==> src/common/archPkg.sv <==
//////////////////////////////////////////////////////////////////////
// architecture constants for the 16-bit instruction decoder
// register ids, micro-op codes, condition codes and sub-commands
//////////////////////////////////////////////////////////////////////
`default_nettype none

package archPkg;

	localparam int instrWidth = 16;
	localparam int regIdWidth = 6;
	localparam int immWidth = 33;

	typedef logic [regIdWidth-1:0] regId_t;
	typedef logic [5:0] ucmd_t;
	typedef logic [1:0] ccty_t;

	// special registers, GPRs sit at 0x00..0x1F
	localparam regId_t grDlr = 6'h20;
	localparam regId_t grDhr = 6'h21;
	localparam regId_t grPc = 6'h22;
	localparam regId_t grGbr = 6'h23;
	localparam regId_t grLr = 6'h24;
	localparam regId_t grSp = 6'h2F;
	localparam regId_t grImm = 6'h3E;
	localparam regId_t grZzr = 6'h3F;

	localparam ucmd_t ucmdNop = 6'h00;
	localparam ucmd_t ucmdInvOp = 6'h01;
	localparam ucmd_t ucmdMovRm = 6'h02;
	localparam ucmd_t ucmdMovMr = 6'h03;
	localparam ucmd_t ucmdAlu3 = 6'h04;
	localparam ucmd_t ucmdAluCmp = 6'h05;
	localparam ucmd_t ucmdConvRr = 6'h06;
	localparam ucmd_t ucmdBra = 6'h08;
	localparam ucmd_t ucmdBsr = 6'h09;
	localparam ucmd_t ucmdJmp = 6'h0A;
	localparam ucmd_t ucmdMovIr = 6'h0C;
	localparam ucmd_t ucmdOpIxt = 6'h0E;

	localparam ccty_t ccAlways = 2'b00;
	localparam ccty_t ccIfTrue = 2'b10;
	localparam ccty_t ccIfFalse = 2'b11;

	// sub-commands, numbered per major op
	localparam logic [5:0] ucixAdd = 6'h00;
	localparam logic [5:0] ucixSub = 6'h01;
	localparam logic [5:0] ucixAdc = 6'h02;
	localparam logic [5:0] ucixSbb = 6'h03;
	localparam logic [5:0] ucixTst = 6'h04;
	localparam logic [5:0] ucixAnd = 6'h05;
	localparam logic [5:0] ucixOr = 6'h06;
	localparam logic [5:0] ucixXor = 6'h07;
	localparam logic [5:0] ucixCmpEq = 6'h08;
	localparam logic [5:0] ucixCmpHi = 6'h09;
	localparam logic [5:0] ucixCmpGt = 6'h0A;
	localparam logic [5:0] ucixCmpGe = 6'h0B;
	localparam logic [5:0] ucixConvMov = 6'h00;
	localparam logic [5:0] ucixLdiX = 6'h00;
	localparam logic [5:0] ucixLdiSh8 = 6'h01;
	localparam logic [5:0] ucixLdiSh16 = 6'h02;
	localparam logic [5:0] ucixSleep = 6'h01;
	localparam logic [5:0] ucixBreak = 6'h02;
	localparam logic [5:0] ucixClrt = 6'h04;
	localparam logic [5:0] ucixSett = 6'h05;
	localparam logic [5:0] ucixClrs = 6'h06;
	localparam logic [5:0] ucixSets = 6'h07;
	localparam logic [5:0] ucixNott = 6'h08;
	localparam logic [5:0] ucixNots = 6'h09;
	localparam logic [5:0] ucixRte = 6'h0C;

endpackage

`default_nettype wire

==> src/common/decodePkg.sv <==
//////////////////////////////////////////////////////////////////////
// decoder-internal codes shared by the classify and operand stages
// instruction form, index type and access size
//////////////////////////////////////////////////////////////////////
`default_nettype none

package decodePkg;

	typedef logic [4:0] form_t;
	typedef logic [3:0] ity_t;
	typedef logic [2:0] bty_t;

	localparam form_t fmInv = 5'h00;
	localparam form_t fmZ = 5'h01;
	localparam form_t fmRegReg = 5'h02;
	localparam form_t fmImm8Reg = 5'h03;
	localparam form_t fmImm8Z = 5'h04;
	localparam form_t fmImm8N = 5'h05;
	localparam form_t fmRegStReg = 5'h06;
	localparam form_t fmLdRegReg = 5'h07;
	localparam form_t fmRegStDrReg = 5'h08;
	localparam form_t fmLdDrRegReg = 5'h09;
	localparam form_t fmImm4ZReg = 5'h0A;
	localparam form_t fmImm4NReg = 5'h0B;
	localparam form_t fmPcDisp8 = 5'h0C;
	localparam form_t fmImm12Z = 5'h0D;
	localparam form_t fmImm12N = 5'h0E;

	// register selection inside the reg-reg forms
	localparam ity_t itySb = 4'h0;
	localparam ity_t itySw = 4'h1;
	localparam ity_t itySl = 4'h2;
	localparam ity_t itySq = 4'h3;
	localparam ity_t ityNb = 4'h8;

	// bit 2 would mark unsigned
	localparam bty_t btySb = 3'b000;
	localparam bty_t btySw = 3'b001;
	localparam bty_t btySl = 3'b010;
	localparam bty_t btySq = 3'b011;

endpackage

`default_nettype wire

==> src/hw/decoder/regFieldExpand.sv <==
//////////////////////////////////////////////////////////////////////
// register field expansion
// maps the O, N and M nibbles to default and extended register ids
// and flags N/M fields that name R0 or R1
//////////////////////////////////////////////////////////////////////
`default_nettype none

module regFieldExpand (
	input wire logic [archPkg::instrWidth-1:0] word,
	output archPkg::regId_t nDfl,
	output archPkg::regId_t mDfl,
	output archPkg::regId_t oDfl,
	output archPkg::regId_t nEr,
	output archPkg::regId_t mEr,
	output archPkg::regId_t oEr,
	output logic nIsZero,
	output logic nIsOne,
	output logic mIsZero,
	output logic mIsOne
);

	// R0, R1 and R15 land in the special register space
	function automatic archPkg::regId_t expand(input logic [3:0] nib, input logic ext);
		logic special;
		special = (nib[3:1] == 3'b000) || (nib == 4'hF);
		return {special, ext, nib};
	endfunction

	assign oDfl = expand(word[11:8], 1'b0);
	assign nDfl = expand(word[7:4], 1'b0);
	assign mDfl = expand(word[3:0], 1'b0);
	assign oEr = expand(word[11:8], 1'b1);
	assign nEr = expand(word[7:4], 1'b1);
	assign mEr = expand(word[3:0], 1'b1);

	assign nIsZero = (word[7:4] == 4'h0);
	assign nIsOne = (word[7:4] == 4'h1);
	assign mIsZero = (word[3:0] == 4'h0);
	assign mIsOne = (word[3:0] == 4'h1);

endmodule

`default_nettype wire

==> src/hw/decoder/opcodeClassify.sv <==
//////////////////////////////////////////////////////////////////////
// opcode classifier
// pattern match over the 16-bit opcode space, gives the major op,
// instruction form, access size, index type, condition and sub-command
//////////////////////////////////////////////////////////////////////
`default_nettype none

module opcodeClassify (
	input wire logic [archPkg::instrWidth-1:0] word,
	output archPkg::ucmd_t major,
	output decodePkg::form_t form,
	output decodePkg::bty_t bty,
	output decodePkg::ity_t ity,
	output archPkg::ccty_t ccty,
	output logic [5:0] subCmd
);

	always_comb begin
		major = archPkg::ucmdInvOp;
		form = decodePkg::fmInv;
		bty = decodePkg::btySb;
		ity = decodePkg::itySb;
		ccty = archPkg::ccAlways;
		subCmd = 6'h00;

		casez (word[15:8])
			8'b0000_????: begin
				// bit 11 picks load, bit 10 the displacement form
				major = word[11] ? archPkg::ucmdMovMr : archPkg::ucmdMovRm;
				bty = {1'b0, word[9:8]};
				case (word[11:10])
					2'b00: form = decodePkg::fmRegStReg;
					2'b01: form = decodePkg::fmRegStDrReg;
					2'b10: form = decodePkg::fmLdRegReg;
					default: form = decodePkg::fmLdDrRegReg;
				endcase
				if (word == 16'h0000) begin
					major = archPkg::ucmdNop;
					form = decodePkg::fmZ;
				end
			end
			8'h10, 8'h11, 8'h12, 8'h13, 8'h15, 8'h16, 8'h17: begin
				major = archPkg::ucmdAlu3;
				form = decodePkg::fmRegReg;
				ity = decodePkg::ityNb;
				case (word[11:8])
					4'h0: subCmd = archPkg::ucixAdd;
					4'h1: subCmd = archPkg::ucixSub;
					4'h2: subCmd = archPkg::ucixAdc;
					4'h3: subCmd = archPkg::ucixSbb;
					4'h5: subCmd = archPkg::ucixAnd;
					4'h6: subCmd = archPkg::ucixOr;
					default: subCmd = archPkg::ucixXor;
				endcase
			end
			8'h14: begin
				major = archPkg::ucmdAluCmp;
				form = decodePkg::fmRegReg;
				subCmd = archPkg::ucixTst;
			end
			8'b0001_10??: begin
				// MOV, size selects the basic or extended bank per field
				major = archPkg::ucmdConvRr;
				form = decodePkg::fmRegReg;
				ity = {2'b00, word[9:8]};
				subCmd = archPkg::ucixConvMov;
			end
			8'h1C, 8'h1D, 8'h1E: begin
				major = archPkg::ucmdAluCmp;
				form = decodePkg::fmRegReg;
				case (word[9:8])
					2'b00: subCmd = archPkg::ucixCmpEq;
					2'b01: subCmd = archPkg::ucixCmpHi;
					default: subCmd = archPkg::ucixCmpGt;
				endcase
			end
			8'b0010_00??: begin
				major = (word[9:8] == 2'b01) ? archPkg::ucmdBsr : archPkg::ucmdBra;
				form = decodePkg::fmPcDisp8;
				bty = decodePkg::btySw;
				if (word[9:8] == 2'b10)
					ccty = archPkg::ccIfTrue;
				else if (word[9:8] == 2'b11)
					ccty = archPkg::ccIfFalse;
			end
			8'h24, 8'h25, 8'h26: begin
				major = archPkg::ucmdMovIr;
				form = (word[9:8] == 2'b01) ? decodePkg::fmImm8N : decodePkg::fmImm8Z;
				subCmd = word[9] ? archPkg::ucixLdiSh8 : archPkg::ucixLdiX;
			end
			8'b0010_11??: begin
				major = archPkg::ucmdAluCmp;
				form = (word[9:8] == 2'b01) ? decodePkg::fmImm4NReg : decodePkg::fmImm4ZReg;
				case (word[9:8])
					2'b10: subCmd = archPkg::ucixCmpGt;
					2'b11: subCmd = archPkg::ucixCmpGe;
					default: subCmd = archPkg::ucixCmpEq;
				endcase
			end
			8'h30: begin
				major = archPkg::ucmdOpIxt;
				form = decodePkg::fmZ;
				case (word[7:0])
					8'h00: major = archPkg::ucmdNop;
					8'h10: major = archPkg::ucmdJmp;
					8'h20: subCmd = archPkg::ucixSleep;
					8'h30: subCmd = archPkg::ucixBreak;
					8'h40: subCmd = archPkg::ucixClrt;
					8'h50: subCmd = archPkg::ucixSett;
					8'h60: subCmd = archPkg::ucixClrs;
					8'h70: subCmd = archPkg::ucixSets;
					8'h80: subCmd = archPkg::ucixNott;
					8'h90: subCmd = archPkg::ucixNots;
					8'hA0, 8'hB0: begin
						major = archPkg::ucmdMovIr;
						subCmd = archPkg::ucixLdiSh16;
					end
					8'hC0: subCmd = archPkg::ucixRte;
					default: begin
						major = archPkg::ucmdInvOp;
						form = decodePkg::fmInv;
					end
				endcase
			end
			8'b101?_????: begin
				major = archPkg::ucmdMovIr;
				form = word[12] ? decodePkg::fmImm12N : decodePkg::fmImm12Z;
				subCmd = archPkg::ucixLdiX;
			end
			8'b1100_????: begin
				major = archPkg::ucmdAlu3;
				form = decodePkg::fmImm8Reg;
				subCmd = archPkg::ucixAdd;
			end
			8'b1101_????: begin
				major = archPkg::ucmdMovIr;
				form = decodePkg::fmImm8Reg;
				subCmd = archPkg::ucixLdiX;
			end
			default: begin
				major = archPkg::ucmdInvOp;
				form = decodePkg::fmInv;
			end
		endcase
	end

endmodule

`default_nettype wire

==> src/hw/decoder/operandForm.sv <==
//////////////////////////////////////////////////////////////////////
// operand former
// per instruction form, routes the register ids, builds the 33-bit
// immediate and assembles the micro-op extension word
//////////////////////////////////////////////////////////////////////
`default_nettype none

module operandForm (
	input wire logic [archPkg::instrWidth-1:0] word,
	input wire decodePkg::form_t form,
	input wire decodePkg::ity_t ity,
	input wire decodePkg::bty_t bty,
	input wire archPkg::ccty_t ccty,
	input wire logic [5:0] subCmd,
	input wire archPkg::regId_t nDfl,
	input wire archPkg::regId_t mDfl,
	input wire archPkg::regId_t oDfl,
	input wire archPkg::regId_t nEr,
	input wire archPkg::regId_t mEr,
	input wire archPkg::regId_t oEr,
	input wire logic nIsZero,
	input wire logic nIsOne,
	input wire logic mIsZero,
	input wire logic mIsOne,
	output archPkg::regId_t regN,
	output archPkg::regId_t regM,
	output archPkg::regId_t regO,
	output logic [archPkg::immWidth-1:0] imm,
	output logic [7:0] uIxt
);

	localparam int immW = archPkg::immWidth;

	// R0 base means PC, R1 base means GBR
	function automatic archPkg::regId_t baseReg(input logic isZero, input logic isOne,
			input archPkg::regId_t dfl);
		if (isOne)
			return archPkg::grGbr;
		return isZero ? archPkg::grPc : dfl;
	endfunction

	// memory ext word, a remapped base drops the size to byte
	function automatic logic [7:0] memExt(input archPkg::ccty_t cc, input decodePkg::bty_t sz,
			input logic isLoad, input logic remap);
		return {cc, sz[1:0], isLoad, remap ? {sz[2], 2'b00} : sz};
	endfunction

	always_comb begin
		regN = archPkg::grZzr;
		regM = archPkg::grZzr;
		regO = archPkg::grZzr;
		imm = '0;
		uIxt = '0;

		case (form)
			decodePkg::fmZ: begin
				uIxt = {ccty, subCmd};
				if (word == 16'h3010)
					regM = archPkg::grLr;
				if (word == 16'h30B0)
					imm = 33'h0_0000_FFFF;
			end
			decodePkg::fmRegReg: begin
				uIxt = {ccty, subCmd};
				regO = archPkg::grDlr;
				case (ity)
					decodePkg::itySw: begin
						regN = nDfl;
						regM = mEr;
					end
					decodePkg::itySl: begin
						regN = nEr;
						regM = mDfl;
					end
					decodePkg::itySq: begin
						regN = nEr;
						regM = mEr;
					end
					decodePkg::ityNb: begin
						// two-operand ALU: Rn = Rn op Rm
						regN = nDfl;
						regM = nDfl;
						regO = mDfl;
					end
					default: begin
						regN = nDfl;
						regM = mDfl;
					end
				endcase
			end
			decodePkg::fmImm8Reg: begin
				uIxt = {ccty, subCmd};
				imm = {{(immW-8){word[7]}}, word[7:0]};
				regM = archPkg::grImm;
				regN = oDfl;
				regO = oDfl;
			end
			decodePkg::fmImm8Z, decodePkg::fmImm8N: begin
				uIxt = {ccty, subCmd};
				imm = {{(immW-8){form == decodePkg::fmImm8N}}, word[7:0]};
				regN = archPkg::grDlr;
				regM = archPkg::grImm;
			end
			decodePkg::fmImm12Z, decodePkg::fmImm12N: begin
				uIxt = {ccty, subCmd};
				imm = {{(immW-12){form == decodePkg::fmImm12N}}, word[11:0]};
				regN = archPkg::grDlr;
				regM = archPkg::grImm;
			end
			decodePkg::fmImm4ZReg, decodePkg::fmImm4NReg: begin
				uIxt = {ccty, subCmd};
				imm = {{(immW-4){form == decodePkg::fmImm4NReg}}, word[3:0]};
				regN = nDfl;
				regM = archPkg::grImm;
			end
			decodePkg::fmRegStReg: begin
				regM = nDfl;
				regN = mDfl;
				uIxt = memExt(ccty, bty, 1'b0, 1'b0);
			end
			decodePkg::fmLdRegReg: begin
				regN = nDfl;
				regM = mDfl;
				uIxt = memExt(ccty, bty, 1'b1, 1'b0);
			end
			decodePkg::fmRegStDrReg: begin
				regN = nDfl;
				regM = baseReg(mIsZero, mIsOne, mDfl);
				regO = archPkg::grDlr;
				uIxt = memExt(ccty, bty, 1'b0, mIsZero || mIsOne);
			end
			decodePkg::fmLdDrRegReg: begin
				regN = mDfl;
				regM = baseReg(nIsZero, nIsOne, nDfl);
				regO = archPkg::grDlr;
				uIxt = memExt(ccty, bty, 1'b1, nIsZero || nIsOne);
			end
			decodePkg::fmPcDisp8: begin
				regN = archPkg::grDlr;
				regM = archPkg::grPc;
				regO = archPkg::grImm;
				imm = {{(immW-8){word[7]}}, word[7:0]};
				uIxt = memExt(ccty, bty, 1'b1, 1'b0);
			end
			default: begin
				// invalid op, no registers and no immediate
				regN = archPkg::grZzr;
			end
		endcase
	end

endmodule

`default_nettype wire

==> src/hw/instrDecoder.sv <==
//////////////////////////////////////////////////////////////////////
// instruction decoder top
// accepts one 16-bit word over a four-phase req/ack handshake and
// holds the decoded micro-op in its output register while acked
//////////////////////////////////////////////////////////////////////
`default_nettype none

module instrDecoder (
	input wire logic clock,
	input wire logic rst,
	input wire logic instrReq,
	input wire logic [archPkg::instrWidth-1:0] instrWord,
	output logic instrAck,
	output archPkg::regId_t regN,
	output archPkg::regId_t regM,
	output archPkg::regId_t regO,
	output logic [archPkg::immWidth-1:0] imm,
	output logic [7:0] uCmd,
	output logic [7:0] uIxt
);

	archPkg::regId_t nDfl, mDfl, oDfl, nEr, mEr, oEr;
	logic nIsZero, nIsOne, mIsZero, mIsOne;
	archPkg::ucmd_t major;
	decodePkg::form_t form;
	decodePkg::bty_t bty;
	decodePkg::ity_t ity;
	archPkg::ccty_t ccty;
	logic [5:0] subCmd;
	archPkg::regId_t decN, decM, decO;
	logic [archPkg::immWidth-1:0] decImm;
	logic [7:0] decUIxt;

	regFieldExpand fields (
		.word(instrWord),
		.nDfl(nDfl), .mDfl(mDfl), .oDfl(oDfl),
		.nEr(nEr), .mEr(mEr), .oEr(oEr),
		.nIsZero(nIsZero), .nIsOne(nIsOne), .mIsZero(mIsZero), .mIsOne(mIsOne)
	);

	opcodeClassify classify (
		.word(instrWord), .major(major), .form(form), .bty(bty),
		.ity(ity), .ccty(ccty), .subCmd(subCmd)
	);

	operandForm operands (
		.word(instrWord), .form(form), .ity(ity), .bty(bty), .ccty(ccty), .subCmd(subCmd),
		.nDfl(nDfl), .mDfl(mDfl), .oDfl(oDfl), .nEr(nEr), .mEr(mEr), .oEr(oEr),
		.nIsZero(nIsZero), .nIsOne(nIsOne), .mIsZero(mIsZero), .mIsOne(mIsOne),
		.regN(decN), .regM(decM), .regO(decO), .imm(decImm), .uIxt(decUIxt)
	);

	// load on req with ack low, drop ack once req is seen low
	always_ff @(posedge clock) begin
		if (rst) begin
			instrAck <= 1'b0;
			regN <= archPkg::grZzr;
			regM <= archPkg::grZzr;
			regO <= archPkg::grZzr;
			imm <= '0;
			uCmd <= {archPkg::ccAlways, archPkg::ucmdNop};
			uIxt <= '0;
		end else if (instrReq && !instrAck) begin
			instrAck <= 1'b1;
			regN <= decN;
			regM <= decM;
			regO <= decO;
			imm <= decImm;
			uCmd <= {ccty, major};
			uIxt <= decUIxt;
		end else if (!instrReq && instrAck) begin
			instrAck <= 1'b0;
		end
	end

endmodule

`default_nettype wire

==> config.mk <==
export PLATFORM = sky130hd
export DESIGN_NAME = instrDecoder
export DESIGN_NICKNAME = d
export VERILOG_FILES = /design/src/common/archPkg.sv /design/src/common/decodePkg.sv /design/src/hw/decoder/regFieldExpand.sv /design/src/hw/decoder/opcodeClassify.sv /design/src/hw/decoder/operandForm.sv /design/src/hw/instrDecoder.sv
export SDC_FILE = /design/constraint.sdc
export NUM_CORES = 1
export LEC_CHECK = 0
export BUFFER_PORTS_ARGS = -buffer_cell sky130_fd_sc_hd__buf_2
export CORE_AREA = 4 4 89 91
export CTS_BUF_LIST = sky130_fd_sc_hd__clkbuf_16
export DETAILED_ROUTE_END_ITERATION = 8
export DIE_AREA = 0 0 93 95
export PLACE_DENSITY_LB_ADDON = 0.25
export SLEW_MARGIN = 10
export SYNTH_ARGS = -nofsm -noshare
export SYNTH_HDL_FRONTEND = slang
export SYNTH_SLANG_ARGS = --single-unit
==> constraint.sdc <==
create_clock -name clock -period 2.9 [get_ports clock]
set_clock_uncertainty 0.1 [all_clocks]
set_input_delay 0.29 -clock clock [delete_from_list [all_inputs] [get_ports clock]]
set_output_delay 0.29 -clock clock [all_outputs]
set_load 0.01 [all_outputs]
# Word level (Yosys, flattened, before mapping)
# Index checks and enable logic that the tools add are counted.
# W data, S select, Z words.
# word_totals
register_bits,68
inputBits,19
out_inout_bits,68
elab_cells,168
# classes
n_eq_ne,68
muxes,47
n_reduce_logical,46
# ops
operator,count
$pmux W33 S5,1
$eq A8 B5 Y1 const B,12
$eq A8 B6 Y1 const B,6
$mux W6,8
$pmux W6 S8,1
$pmux W6 S7,1
$eq A8 B8 Y1 const B,5
$pmux W5 S8,1
$pmux W8 S5,1
$pmux W4 S9,1
$pmux W6 S6,1
$eq A5 B4 Y1 const B,7
$eq A16 B14 Y1 const B,2
$eq A8 B7 Y1 const B,4
$pmux W6 S5,1
$eq A4 B4 Y1 const B,6
$pmux W6 S4,1
$reduce_or A2 Y1,11
$eq A5 B3 Y1 const B,4
$pmux W3 S6,1
$reduce_or A9 Y1,2
$eq A4 B1 Y1 const B,4
$eq A4 B2 Y1 const B,4
$logic_not A16 Y1,1
33 further kinds,75

# Longest topological paths before layout
# depth
ltp_word,8
depth_mapped,8
ltp_nobuf,6

# Cells and area by module
# From an unflattened synthesis, not the netlist that was laid out.
# unflattened
hier_cells,612
hier_area_um2,5157.4
# modules_own_cells
mod,instances,cells_each,area_each_um2,seq_area_each_um2
instrDecoder,1,223,2498.6,1361.3
operandForm,1,230,1529.0,0.0
opcodeClassify,1,114,778.2,0.0
regFieldExpand,1,45,351.6,0.0

# Worst setup path after synthesis
# No wires, ideal clock.
# synth_path
path_type,input-to-reg
from,in instrWord[11] in the netlist's numbering
to,reg regM[1]
setup_time_ns,0.125
arrival_ns,2.127
t_required_ns,2.675
path_slack_ns,0.548
stages,7
path_buffers,1
cell_sequence,buf_2 or3b_1 or3_4 o2111ai_4 mux2i_1 o21a_1 o41a_1
# synth_between
elab_chain_cells,7
word_cells_on_any_way,52
classes_between,38 x eq/ne; 7 x mux; 7 x reduce/logical
# synth_rtl
item,line,rtl
"start, declared",instrDecoder.sv:12,"input wire logic [archPkg::instrWidth-1:0] instrWord,"
$eq A2 B2 Y1 (tied with other cells),opcodeClassify.sv:31,case (word[11:10])
$pmux W4 S3 or $reduce_or A7 Y1 (tied branches),"opcodeClassify.sv:31, opcodeClassify.sv:26",
$mux W4 or $pmux W4 S2 (tied branches),"opcodeClassify.sv:37, opcodeClassify.sv:26",
$pmux W5 S8 (tied with other cells),opcodeClassify.sv:26,casez (word[15:8])
$eq A5 B2 Y1 (tied with other cells),operandForm.sv:55,case (form)
$reduce_or A7 Y1 (no source line) or $pmux W6 S2 (tied branches),n/a,
$pmux W6 S8 *,operandForm.sv:55,
"end signal, assigned",instrDecoder.sv:58,regM <= archPkg::grZzr;
"end signal, assigned",instrDecoder.sv:66,regM <= decM;
"end, declared",instrDecoder.sv:15,"output archPkg::regId_t regM,"
# Mark *: on every way between the ends. The rest lies on a longest branch, timed or not.
# A chain may end at the register's enable or synchronous reset.

# Worst setup path after layout
# layout_path
from,in instrWord[15] in the netlist's numbering
to,reg regN[1]
# layout_between
elab_chain_cells,6
word_cells_on_any_way,45
classes_between,34 x eq/ne; 3 x mux; 8 x reduce/logical
# layout_rtl
item,line,rtl
$eq A8 B5 Y1 (tied with other cells),opcodeClassify.sv:26,
$reduce_or A12 Y1 (no source line) (tied with other cells),n/a,
$pmux W5 S8 *,opcodeClassify.sv:26,
$eq A5 B3 Y1 (tied with other cells),operandForm.sv:55,
$reduce_or A5 Y1 (no source line) (tied with other cells),n/a,
$pmux W6 S5 *,operandForm.sv:55,
"end signal, assigned",instrDecoder.sv:57,regN <= archPkg::grZzr;
"end signal, assigned",instrDecoder.sv:65,regN <= decN;
"end, declared",instrDecoder.sv:14,"output archPkg::regId_t regN,"
# Marked as above.

==> impl_metrics.env <==
export IMPL_outcome="finished clean"
export IMPL_syn_inst=408
export IMPL_worst_setup_path_type="in -> reg"
export IMPL_routed_wl_um=11200
export IMPL_yosys_area_top_type="dfxtp_1"
export IMPL_avgSynthCellArea_um2=7.65
export IMPL_yosysUniqueCellTypes=69
export IMPL_fmax_mhz=410
export IMPL_critPathMaxStageDelay_ps=620
export IMPL_postCtsSetupRepairBufs=0
export IMPL_cp_slowest_cell="mux2i_1"
export IMPL_num_rows=31
export IMPL_path_clk_slew_ps=60
export IMPL_period_share=0.841
export IMPL_antenna_found_initial=0
export IMPL_syn2layout_area_growth_pct=19.6
export IMPL_worstMarginPinSlew_ps=661
export IMPL_dieArea_mm2=0.00884
export IMPL_ys_ff_latch=47
export IMPL_coreArea_mm2=0.00714
export IMPL_crit_arrival_ps=2550
export IMPL_path_cells="buf_2, buf_4, or3b_1, or3_4, o2111ai_4, mux2i_1, o21ai_0, a31oi_1"
export IMPL_route_detailed_drc=0
export IMPL_drv_cap=0
export IMPL_antenna_cells_inserted=0
export IMPL_cts_sinks=47
export IMPL_finalSetupViolations=0
export IMPL_fin_util=0.523
export IMPL_synth_top_cell_area_share=0.302
export IMPL_dr_pass1_iters=5
export IMPL_min_delay_path_class="in -> reg"
export IMPL_grt_pass1_wl_um=17300
export IMPL_vias=3445
export IMPL_viasPerCell=5.99
export IMPL_cts_tree="built"
export IMPL_start_util=0.437
export IMPL_wire_per_inst_um=19.5
export IMPL_ant_nets=0
export IMPL_ir_drop_uv=244
export IMPL_synth_area_leaders="dfxtp_1 30%, a21oi_1 5.9%, buf_4 5.3%"
export IMPL_power_density_mw_per_mm2=441
export IMPL_synth_flop_cell="dfxtp_1"
export IMPL_worstPathMaxFanout=11
export IMPL_h_tree_depth=2
export IMPL_grt_overflow_total=0
export IMPL_gp_congestion=0.972
export IMPL_totalPowerFinal_uw=1650
export IMPL_synth_warning_count=0
export IMPL_yosysMostFrequentCell="dfxtp_1"
export IMPL_slew_headroom=0.547
export IMPL_synth_edf_count=0
export IMPL_dp_hpwl_um=8520
export IMPL_setup_tns_ps=0
export IMPL_cts_buffers=5
export IMPL_ys_seq_area_frac=0.302
export IMPL_grt_setup_unrepaired="false"
export IMPL_die_x_um=93
export IMPL_cts_hold_buf=0
export IMPL_leakagePower_uw=0.00158
export IMPL_cts_root_buf="clkbuf_16"
export IMPL_mappedNetlistArea_mm2=0.00312
export IMPL_grt_max_degree=27
export IMPL_worstPathRequired_ps=3020
export IMPL_clockBufferDepth=2
export IMPL_cp_end_kind="flop"
export IMPL_fin_crit_ps=2440
export IMPL_grt_pass1_vias=3227
export IMPL_synth_common_cells="47 x dfxtp_1, 42 x nor2_1, 38 x nand2_1"
export IMPL_clk_latency_ps=290
export IMPL_whs_ps=295
export IMPL_crit_path_start_kind="input pin"
export IMPL_cts_repair_resized=0
export IMPL_grt_util_all_layers=0.252
export IMPL_portBuffers=84
export IMPL_drive_above_1_share=0.277
export IMPL_die_y_um=95
export IMPL_hold_viol=0
export IMPL_num_io_pins=87
export IMPL_finalMaxSlewViolations=0
export IMPL_async_flop_share=0
export IMPL_final_nets=496
export IMPL_drt_initial_drc_count=282
-- cell usage in the layout, fill, tap and decap left out, types with 9 or more instances in the layout --
cell type / n
buf_2: 84
dfxtp_1: 47
nor2_1: 42
nand2_1: 38
a21oi_1: 37
o21ai_0: 32
buf_4: 30
a31oi_1: 13
nand3_1: 11
inv_1: 9
-- power by group --
part / total, µW / internal (µW) / switching (µW)
sequential: 697 / 678 / 19.0
clock: 557 / 315 / 242
combinational: 392 / 145 / 247
total: 1650 / 1140 / 508
-- final timing paths --
| path | cells past startpoint | endpoint | start | slack [ps] |
|---|---|---|---|---|
| setup / recovery | 8 | regN[1] | instrWord[15] | 460 |
| hold / removal | 3 | regM[0] | instrWord[0] | 300 |
| setup reg to reg | 5 | regM[1] | instrAck | 890 |
| hold reg to reg | 2 | regO[4] | regO[4] | 360 |
-- critical path, delay by kind of cell --
kind | cells | cell delay, ps
AO/OA/AOI/OAI | 3 | 520
AND/OR/NAND/NOR | 2 | 780
buffers and inverters | 2 | 340
multiplexers | 1 | 620
-- metrics by stage --
step | instance area, µm² | std cells | setup slack [ps]
2_1_floorplan | 3120 | 409 | 548
3_3_place_gp | 3590 | 568 | 237
3_5_place_dp | 3590 | 568 | 245
4_1_cts | 3730 | 575 | 533
5_1_grt | 3730 | 575 | 304
6_report | 3730 | 575 | 461
-- kinds of logic after synthesis --
group | synth area share
AOI/OAI and AO/OA | 0.321
xor gates and xnor gates | 0.00281
adders and majority gates | 0.00722
buffers and inverters | 0.108
DFF | 0.302
muxes | 0.0192
other | 0.00120
and+or+nand+nor | 0.239
-- cell type report --
type,count,area (µm²)
Clock inverter,2,12.5
Inverter,10,37.5
Tap cell,99,124
Fill cell,788,3400
Timing Repair Buffer,114,646
Sequential cell,47,941
Multi-Input combinational cell,298,1850
Clock buffer,5,125
-- sequential cells by signal, summed over array words and instances (netlist names) --
signal    count
regN          6
uIxt          8
regM          6
imm          14
instrAck      1
regO          6
uCmd          6
-- layer usage --
layer	share of wire	track usage	vias up	wire, µm
met4	0.021	0.0818	0	238
li1	-	-	1626	-
met5	0	0	-	0
met1	0.43	0.332	1617	4860
met3	0.073	0.0390	22	820
met2	0.47	0.421	180	5310
Power figures use the tool's default switching activity.
